[config.mk]
export PLATFORM = sky130hd
export DESIGN_NAME = divUnit
export DESIGN_NICKNAME = d
export VERILOG_FILES = /design/src/logic/divPkg.sv /design/src/logic/divOperandPrep.sv /design/src/logic/divRequestFifo.sv /design/src/logic/divIterCore.sv /design/src/logic/divUnit.sv
export SDC_FILE = /design/constraint.sdc
export NUM_CORES = 2
export LEC_CHECK = 0
export BUFFER_PORTS_ARGS = -buffer_cell sky130_fd_sc_hd__buf_4
export CAP_MARGIN = 10
export CELL_PAD_IN_SITES_DETAIL_PLACEMENT = 0
export CELL_PAD_IN_SITES_GLOBAL_PLACEMENT = 2
export CORE_MARGIN = 1.5
export CORE_UTILIZATION = 40
export CTS_CLUSTER_DIAMETER = 100
export CTS_CLUSTER_SIZE = 20
export DETAILED_ROUTE_END_ITERATION = 6
export PLACE_DENSITY_LB_ADDON = 0.1
export SYNTH_ARGS = -nofsm -noshare
export SYNTH_HDL_FRONTEND = slang
export SYNTH_SLANG_ARGS = --single-unit
[constraint.sdc]
create_clock -name clk -period 17.95 [get_ports clk]
set_input_delay 2.6925 -clock clk [delete_from_list [all_inputs] [get_ports clk]]
set_output_delay 2.6925 -clock clk [all_outputs]
set_load 0.005 [all_outputs]
[src/logic/divPkg.sv]
`default_nettype none

package divPkg;

	// ========================================================================
	// Widths and sizes
	// ========================================================================

	// Operand and result width of one machine word
	localparam int dataWidth = 64;
	// Width of the tag that follows an operation through the unit
	localparam int tagWidth = 4;
	// Entries in the request queue between operand stage and divider
	localparam int fifoDepth = 4;

	// Divide modes where the fourth encoding is never issued
	typedef enum logic [1:0] {
		modeUnsigned = 2'd0,
		modeSigned = 2'd1,
		modeSignedUnsigned = 2'd2
	} divModeT;

	// ========================================================================
	// Stream payloads
	// ========================================================================

	// Operation as presented by the issue port
	typedef struct packed {
		divModeT mode;
		logic useImm;
		logic [dataWidth-1:0] dividend;
		logic [dataWidth-1:0] divisor;
		logic [dataWidth-1:0] imm;
		logic [tagWidth-1:0] tag;
	} divIssueT;

	// Request after operand preparation, magnitudes only
	typedef struct packed {
		logic [dataWidth-1:0] dividendMag;
		logic [dataWidth-1:0] divisorMag;
		logic quotNeg;
		logic remNeg;
		logic divByZero;
		// Raw dividend is kept for the zero-divisor remainder
		logic [dataWidth-1:0] dividendRaw;
		logic [tagWidth-1:0] tag;
	} divRequestT;

	// Final result handed back to the execute stage
	typedef struct packed {
		logic [dataWidth-1:0] quotient;
		logic [dataWidth-1:0] remainder;
		logic divByZero;
		logic [tagWidth-1:0] tag;
	} divResultT;

endpackage

`default_nettype wire

[src/logic/divOperandPrep.sv]
`timescale 1ns/1ps
`default_nettype none

module divOperandPrep (
	input wire logic clk,
	input wire logic rst,
	input wire logic abort,
	input wire logic issueValid,
	output logic issueReady,
	input divPkg::divIssueT issue,
	output logic reqValid,
	input wire logic reqReady,
	output divPkg::divRequestT req
);

	import divPkg::*;

	// Divisor after the immediate select
	logic [dataWidth-1:0] divisorSel;
	// Operand signs as seen under the current mode
	logic dividendNeg;
	logic divisorNeg;
	// Request built from the issue port this cycle
	divRequestT nextReq;

	// ========================================================================
	// Operand preparation
	// ========================================================================

	always_comb begin
		divisorSel = issue.useImm ? issue.imm : issue.divisor;
		// The dividend counts as signed in both signed modes
		dividendNeg = (issue.mode != modeUnsigned) && issue.dividend[dataWidth-1];
		// Only the fully signed mode treats the divisor as signed
		divisorNeg = (issue.mode == modeSigned) && divisorSel[dataWidth-1];

		// Two's-complement magnitudes where the most negative value maps onto itself
		nextReq.dividendMag = dividendNeg ? -issue.dividend : issue.dividend;
		nextReq.divisorMag = divisorNeg ? -divisorSel : divisorSel;
		// Quotient is negative when the signs differ
		nextReq.quotNeg = dividendNeg ^ divisorNeg;
		// Remainder follows the dividend
		nextReq.remNeg = dividendNeg;
		nextReq.divByZero = (divisorSel == '0);
		nextReq.dividendRaw = issue.dividend;
		nextReq.tag = issue.tag;
	end

	// ========================================================================
	// Output register
	// ========================================================================

	// Accept while the register is empty or drains in this same cycle
	assign issueReady = !reqValid || reqReady;

	// Output valid sets on an accepted issue and clears on reset and abort
	always_ff @(posedge clk) begin
		if (rst) begin
			reqValid <= 1'b0;
		end else if (abort) begin
			reqValid <= 1'b0;
		end else if (issueValid && issueReady) begin
			reqValid <= 1'b1;
		end else if (reqReady) begin
			reqValid <= 1'b0;
		end
	end

	// Payload register only loads on an accepted issue
	always_ff @(posedge clk) begin
		if (issueValid && issueReady) begin
			req <= nextReq;
		end
	end

	// ========================================================================
	// Assertions
	// ========================================================================

	// The execute stage never issues the spare mode encoding
	assert property (@(posedge clk) disable iff (rst)
		issueValid |-> (issue.mode inside {modeUnsigned, modeSigned, modeSignedUnsigned}))
		else $error("divOperandPrep: unused divide mode issued");

endmodule

`default_nettype wire

[src/logic/divRequestFifo.sv]
`timescale 1ns/1ps
`default_nettype none

module divRequestFifo #(
	parameter type payloadT = logic
) (
	input wire logic clk,
	input wire logic rst,
	input wire logic flush,
	input wire logic inValid,
	output logic inReady,
	input payloadT inData,
	output logic outValid,
	input wire logic outReady,
	output payloadT outData
);

	import divPkg::*;

	// Pointer and occupancy types sized from the queue depth
	typedef logic [$clog2(fifoDepth)-1:0] ptrT;
	typedef logic [$clog2(fifoDepth+1)-1:0] countT;

	// Circular storage where the count tells which entries hold data
	payloadT mem [fifoDepth];
	ptrT wrPtr;
	ptrT rdPtr;
	countT count;
	logic push;
	logic pop;

	// ========================================================================
	// Handshake
	// ========================================================================

	// Only a full queue pushes back on the operand stage
	assign inReady = (count != countT'(fifoDepth));
	assign outValid = (count != '0);
	// Oldest entry is always presented at the read pointer
	assign outData = mem[rdPtr];

	assign push = inValid && inReady;
	assign pop = outValid && outReady;

	// ========================================================================
	// Pointers and count
	// ========================================================================

	always_ff @(posedge clk) begin
		if (rst || flush) begin
			wrPtr <= '0;
			rdPtr <= '0;
			count <= '0;
		end else begin
			// Pointers wrap explicitly so any depth works
			if (push) begin
				wrPtr <= (wrPtr == ptrT'(fifoDepth - 1)) ? '0 : wrPtr + 1'b1;
			end
			if (pop) begin
				rdPtr <= (rdPtr == ptrT'(fifoDepth - 1)) ? '0 : rdPtr + 1'b1;
			end
			// Simultaneous push and pop leaves the count unchanged
			if (push && !pop) begin
				count <= count + 1'b1;
			end else if (pop && !push) begin
				count <= count - 1'b1;
			end
		end
	end

	// Write side of the storage
	always_ff @(posedge clk) begin
		if (push) begin
			mem[wrPtr] <= inData;
		end
	end

	// ========================================================================
	// Assertions
	// ========================================================================

	// Occupancy stays within the storage at all times
	assert property (@(posedge clk) disable iff (rst)
		count <= countT'(fifoDepth))
		else $error("divRequestFifo: count above depth");

	// Pointer distance and count agree whenever the queue is neither empty nor full
	assert property (@(posedge clk) disable iff (rst)
		(count != '0) && (count != countT'(fifoDepth)) |-> (wrPtr != rdPtr))
		else $error("divRequestFifo: pointers disagree with count");

endmodule

`default_nettype wire

[src/logic/divIterCore.sv]
`timescale 1ns/1ps
`default_nettype none

module divIterCore (
	input wire logic clk,
	input wire logic rst,
	input wire logic abort,
	input wire logic reqValid,
	output logic reqReady,
	input divPkg::divRequestT req,
	output logic resultValid,
	input wire logic resultReady,
	output divPkg::divResultT result
);

	import divPkg::*;

	typedef enum logic [1:0] {
		stIdle,
		stDivide,
		stDone
	} stateT;

	// Counter must reach dataWidth, so it needs one bit beyond the log
	typedef logic [$clog2(dataWidth+1)-1:0] bitCountT;

	stateT state;
	bitCountT bitCount;

	// Request being worked on, kept for signs, divisor and tag
	divRequestT held;
	// Dividend shifts out at the top while quotient bits enter at the bottom
	logic [dataWidth-1:0] quot;
	// Partial remainder, one bit wider than the data
	logic [dataWidth:0] partRem;
	divResultT resultReg;

	logic accept;
	logic step;
	logic finish;
	logic [dataWidth:0] shifted;
	logic [dataWidth:0] trial;
	logic fits;

	// ========================================================================
	// Handshake and step control
	// ========================================================================

	assign reqReady = (state == stIdle);
	assign resultValid = (state == stDone);
	assign result = resultReg;

	assign accept = reqValid && reqReady;
	// One quotient bit per cycle while bits remain
	assign step = (state == stDivide) && (bitCount != '0);
	// Extra cycle after the last bit for the sign fix-up
	assign finish = (state == stDivide) && (bitCount == '0);

	// Restoring step: bring down the next dividend bit and try the subtract
	assign shifted = {partRem[dataWidth-1:0], quot[dataWidth-1]};
	assign fits = (shifted >= {1'b0, held.divisorMag});
	assign trial = shifted - {1'b0, held.divisorMag};

	// ========================================================================
	// State machine
	// ========================================================================

	always_ff @(posedge clk) begin
		if (rst) begin
			state <= stIdle;
			bitCount <= '0;
		end else if (abort) begin
			// Abort drops the division in flight and any result on display
			state <= stIdle;
			bitCount <= '0;
		end else begin
			case (state)
				stIdle: begin
					if (accept) begin
						bitCount <= bitCountT'(dataWidth);
						state <= stDivide;
					end
				end
				stDivide: begin
					if (step) begin
						bitCount <= bitCount - 1'b1;
					end else begin
						state <= stDone;
					end
				end
				stDone: begin
					// Result is held until the execute stage takes it
					if (resultReady) begin
						state <= stIdle;
					end
				end
				default: begin
					state <= stIdle;
				end
			endcase
		end
	end

	// ========================================================================
	// Datapath
	// ========================================================================

	always_ff @(posedge clk) begin
		if (accept) begin
			held <= req;
			quot <= req.dividendMag;
			partRem <= '0;
		end
		if (step) begin
			quot <= {quot[dataWidth-2:0], fits};
			partRem <= fits ? trial : shifted;
		end
		if (finish) begin
			if (held.divByZero) begin
				// Zero divisor gives all ones and hands back the raw dividend
				resultReg.quotient <= '1;
				resultReg.remainder <= held.dividendRaw;
			end else begin
				resultReg.quotient <= held.quotNeg ? -quot : quot;
				resultReg.remainder <= held.remNeg ? -partRem[dataWidth-1:0]
					: partRem[dataWidth-1:0];
			end
			resultReg.divByZero <= held.divByZero;
			resultReg.tag <= held.tag;
		end
	end

	// ========================================================================
	// Assertions
	// ========================================================================

	// A stalled result must not change under the consumer
	assert property (@(posedge clk) disable iff (rst || abort)
		resultValid && !resultReady |=> resultValid && $stable(result))
		else $error("divIterCore: result changed while stalled");

	// Result turns valid dataWidth+1 cycles after the accepting edge and is first sampled one edge later
	assert property (@(posedge clk) disable iff (rst || abort)
		accept |-> ##(dataWidth + 2) $rose(resultValid))
		else $error("divIterCore: result latency differs from dataWidth+1");

endmodule

`default_nettype wire

[src/logic/divUnit.sv]
`timescale 1ns/1ps
`default_nettype none

module divUnit (
	input wire logic clk,
	input wire logic rst,
	input wire logic abort,
	input wire logic issueValid,
	output logic issueReady,
	input divPkg::divIssueT issue,
	output logic resultValid,
	input wire logic resultReady,
	output divPkg::divResultT result
);

	import divPkg::*;

	// Prepared request from the operand stage into the queue
	logic reqValid;
	logic reqReady;
	divRequestT req;

	// Queued request from the queue into the divider
	logic qValid;
	logic qReady;
	divRequestT qReq;

	// ========================================================================
	// Operand stage
	// ========================================================================

	divOperandPrep operandPrep_i (
		.clk(clk),
		.rst(rst),
		.abort(abort),
		.issueValid(issueValid),
		.issueReady(issueReady),
		.issue(issue),
		.reqValid(reqValid),
		.reqReady(reqReady),
		.req(req)
	);

	// Queue lets issue run ahead of the long divide
	divRequestFifo #(
		.payloadT(divRequestT)
	) requestFifo_i (
		.clk(clk),
		.rst(rst),
		.flush(abort),
		.inValid(reqValid),
		.inReady(reqReady),
		.inData(req),
		.outValid(qValid),
		.outReady(qReady),
		.outData(qReq)
	);

	// ========================================================================
	// Divider
	// ========================================================================

	divIterCore iterCore_i (
		.clk(clk),
		.rst(rst),
		.abort(abort),
		.reqValid(qValid),
		.reqReady(qReady),
		.req(qReq),
		.resultValid(resultValid),
		.resultReady(resultReady),
		.result(result)
	);

endmodule

`default_nettype wire

==> results.sh <==
export IMPL_status="finished, final reports clean"
export IMPL_syn2layout_area_growth_pct=11.7
export IMPL_wl_per_cell_um=23.6
export IMPL_critical_path_top_delay_family="simple AND/OR/NAND/NOR gates"
export IMPL_clockRootBuffer="clkbuf_16"
export IMPL_critPathKind="in -> reg"
export IMPL_hold_path_class="reg -> reg"
export IMPL_netlist_area_um2=60700
export IMPL_ir_worst_vdd_v=0.0000976
export IMPL_avgViaCountPerCell=5.35
export IMPL_track_usage_pct=19.5
export IMPL_ys_ff_latch=1405
export IMPL_maxCapViolCount=0
export IMPL_stdcell_count=6356
export IMPL_utilization_pct=45.1
export IMPL_grt_pass1_vias=34400
export IMPL_fin_nets=4593
export IMPL_cts_tree="yes"
export IMPL_crit_slowest_cell="nor4_1"
export IMPL_cts_sinks=1405
export IMPL_boundaryPins=339
export IMPL_rsz0062_at_grt="no"
export IMPL_syn_inst=4025
export IMPL_core_area_um2=150000
export IMPL_fp_dieH_um=392
export IMPL_htree_levels=3
export IMPL_finalSetupViolations=0
export IMPL_hold_viol_final=0
export IMPL_pre_cts_ws_ps=10950
export IMPL_ant_nets=0
export IMPL_cts_setup_buffers=0
export IMPL_ys_seq_area_share_pct=69.2
export IMPL_ys_flop_type="edfxtp_1"
export IMPL_port_buffers=338
export IMPL_maxSlewHeadroom_pct=22.7
export IMPL_async_flop_share_pct=0
export IMPL_hp_start="iterCore_i.bitCount[0]"
export IMPL_post_route_period_util_pct=35.4
export IMPL_skew_ps=29.9
export IMPL_leakage_nw=22.6
export IMPL_cts_resized=0
export IMPL_hold_end="iterCore_i.bitCount[0]"
export IMPL_drt_total_wl_um=150000
export IMPL_yosysWarnings=0
export IMPL_die_x_um=392
export IMPL_ctsLongestPathBuffers=3
export IMPL_rows=142
export IMPL_worst_path_buf_inv=1
export IMPL_setup_ws_ps=11600
export IMPL_worstHoldPathCells=1
export IMPL_timing_rr_end="iterCore_i.partRem[58]"
export IMPL_fin_setup_tns_ps=0
export IMPL_reg2reg_depth=14
export IMPL_dieArea_um2=154000
export IMPL_hold_buffers=0
export IMPL_drive_gt1_share_pct=17.2
export IMPL_drc=0
export IMPL_initial_core_util_pct=40.4
export IMPL_dp_hpwl_um=102000
export IMPL_fmax_mhz=157
export IMPL_cts_buffers=82
export IMPL_antenna_found_initial=21
export IMPL_syn_avg_cell_area_um2=15.1
export IMPL_critPathRequiredTime_ps=18400
export IMPL_clkLatencyLatePin_ps=700
export IMPL_place_inst=6241
export IMPL_synth_cell_types=88
export IMPL_start_kind="primary input"
export IMPL_grt_start_max_net_pins=136
export IMPL_critPathMaxFanout=86
export IMPL_vias=34000
export IMPL_maxSlewViolCount=0
export IMPL_syn_nets=4307
export IMPL_fillers=13400
export IMPL_r2r_start="iterCore_i.quot[63]"
export IMPL_cp_slowest_stage_delay_ps=820
export IMPL_rrSetupSlack_ps=12880
export IMPL_path_clk_slew_ps=90
export IMPL_p_per_area_nw_per_um2=124
export IMPL_path_cells="buf_6 -> mux2i_4 -> ha_1 -> o221ai_1 -> nor4_1 -> nand2_1 -> nor2_1 -> nand2_1 -> nor2_1 -> nand3b_1 -> o21ai_0 -> xor2_1"
export IMPL_crit_path_end_kind="register"
export IMPL_drt_iter0_drc=2400
export IMPL_synth_edf_count=1386
export IMPL_grt_pass1_wl_um=223000
export IMPL_timing_hold_ws_ps=478
export IMPL_gp_congestion=0.859
export IMPL_overflow=0
export IMPL_cp_data_arrival_time_ps=6810
export IMPL_period_minus_slack_ps=6350
export IMPL_first_pass_iters=5
export IMPL_worst_slew_pin_slew_ps=1160
[layout by cell type, fill, tap and decap left out, types with 22 or more instances in the layout]
master,Yosys,layout
nand4_1,31,31
o41ai_1,22,22
buf_4,0,378
o31ai_1,58,58
nand3_1,31,31
edfxtp_1,1386,1386
or3_1,37,37
nor3_1,95,95
o21ai_0,185,185
a21o_1,25,25
clkbuf_16,0,83
xnor2_1,113,113
mux4_2,198,198
nand2_1,488,486
nor4_1,23,23
nor2_1,205,205
a21oi_1,200,200
xor2_1,190,190
ha_1,76,76
mux2i_1,70,70
inv_1,113,111
[layout make-up]
| type | count | area (µm²) | area share [%] |
|---|---|---|---|
| Multi-Input combinational cell | 2325 | 17600 | 25.9 |
| Tap cell | 2016 | 2520 | 3.72 |
| Antenna cell | 7 | 17.5 | 0.0258 |
| Timing Repair Buffer | 384 | 2940 | 4.34 |
| Sequential cell | 1405 | 42000 | 62.0 |
| Clock buffer | 92 | 2110 | 3.11 |
| Inverter | 113 | 429 | 0.633 |
| Clock inverter | 14 | 166 | 0.246 |
[metrics by stage]
| step | power, W | area (µm²) |
|---|---|---|
| floorplan | 0.00585 | 60700 |
| global placement | 0.00662 | 65500 |
| CTS | 0.00854 | 67700 |
| detailed placement | 0.00661 | 65500 |
| global route | 0.00890 | 67800 |
| finish | 0.00843 | 67800 |
[cells by family (layout without fill, tap and decap cells)]
kind of cell	count (synthesis)	after routing	share of synthesized area (%)
other	0	7	0
xor gates and xnor gates	303	303	4.38
muxes	285	285	8.84
adders and majority gates	78	78	1.63
buffers and inverters	295	603	1.88
AOI/OAI and AO/OA	609	609	6.06
DFF	1405	1405	69.2
and+or+nand+nor	1050	1050	7.97
[worst max path at each step]
stage / startpoint / cells after the start / slack, ps / to
2_1_floorplan: issueValid / 2 / 4510 / operandPrep_i.req[0]
3_3_place_gp: issue[196] / 12 / 11060 / operandPrep_i.req[131]
3_5_place_dp: issue[196] / 12 / 10950 / operandPrep_i.req[129]
4_1_cts: issue[196] / 12 / 11720 / operandPrep_i.req[129]
5_1_grt: issue[196] / 12 / 11340 / operandPrep_i.req[129]
6_report: issue[196] / 12 / 11600 / operandPrep_i.req[129]
[sequential cells by signal (all words and copies together), names as in the netlist, named ones only]
register and cells:
requestFifo_i.wrPtr 2, iterCore_i.partRem 64, requestFifo_i.count 3, iterCore_i.held 135, iterCore_i.bitCount 7, operandPrep_i.reqValid 1, iterCore_i.state 2, operandPrep_i.req 198
iterCore_i.result 133, iterCore_i.quot 64, requestFifo_i.rdPtr 2, requestFifo_i.mem 792
[worst register-to-register path, cell delays in order (launching register included)]
cell	delay, ps
edfxtp_1	430
inv_1	270
ha_1	390
inv_1	100
fa_1	420
a21oi_1	230
o21ai_0	240
a211o_1	340
o21ai_0	590
a21oi_1	190
o31ai_1	740
o31ai_1	250
a21boi_0	400
or4_1	170
nand3_1	60
[synthesized netlist by cell type (all sizes together), types with 15 or more instances]
cell,number,area [µm²]
ha,76,951
clkbuf,135,507
or2,21,131
inv,113,424
or3,38,243
xor2,190,1660
nor3,96,485
nor3b,22,186
nor2b,16,100
xnor2,113,990
buf,47,208
edfxtp,1386,41600
mux2,16,180
or4,16,120
and2,15,93.8
nand2,488,1830
nand3,32,165
a211oi,15,113
a21o,25,188
mux4,198,4460
mux2i,71,723
o21ai,188,941
o41ai,22,193
nand2b,15,93.8
o31ai,59,448
a31oi,15,93.8
o21bai,17,128
a21oi,200,1000
nor2,205,769
nand4,31,194
nor4,25,178
dfxtp,19,380
[where the power goes]
group          internal, W  switching (W)  total [W]  leakage [nW]
sequential         0.00407       0.000262    0.00433          12.9
clock             0.000861        0.00105    0.00191          1.11
combinational     0.000802        0.00138    0.00218          8.57
total              0.00573        0.00269    0.00843          22.6
[layer usage]
layer | up-vias | share of wire, % | GRT usage, %
met5 | - | 0.11 | 0
met4 | 24 | 1.6 | 3.83
met3 | 149 | 5.3 | 4.03
met2 | 644 | 47 | 30.7
met1 | 17400 | 46 | 28.1
li1 | 15800 | - | -
(Power assumes the default switching activity.)
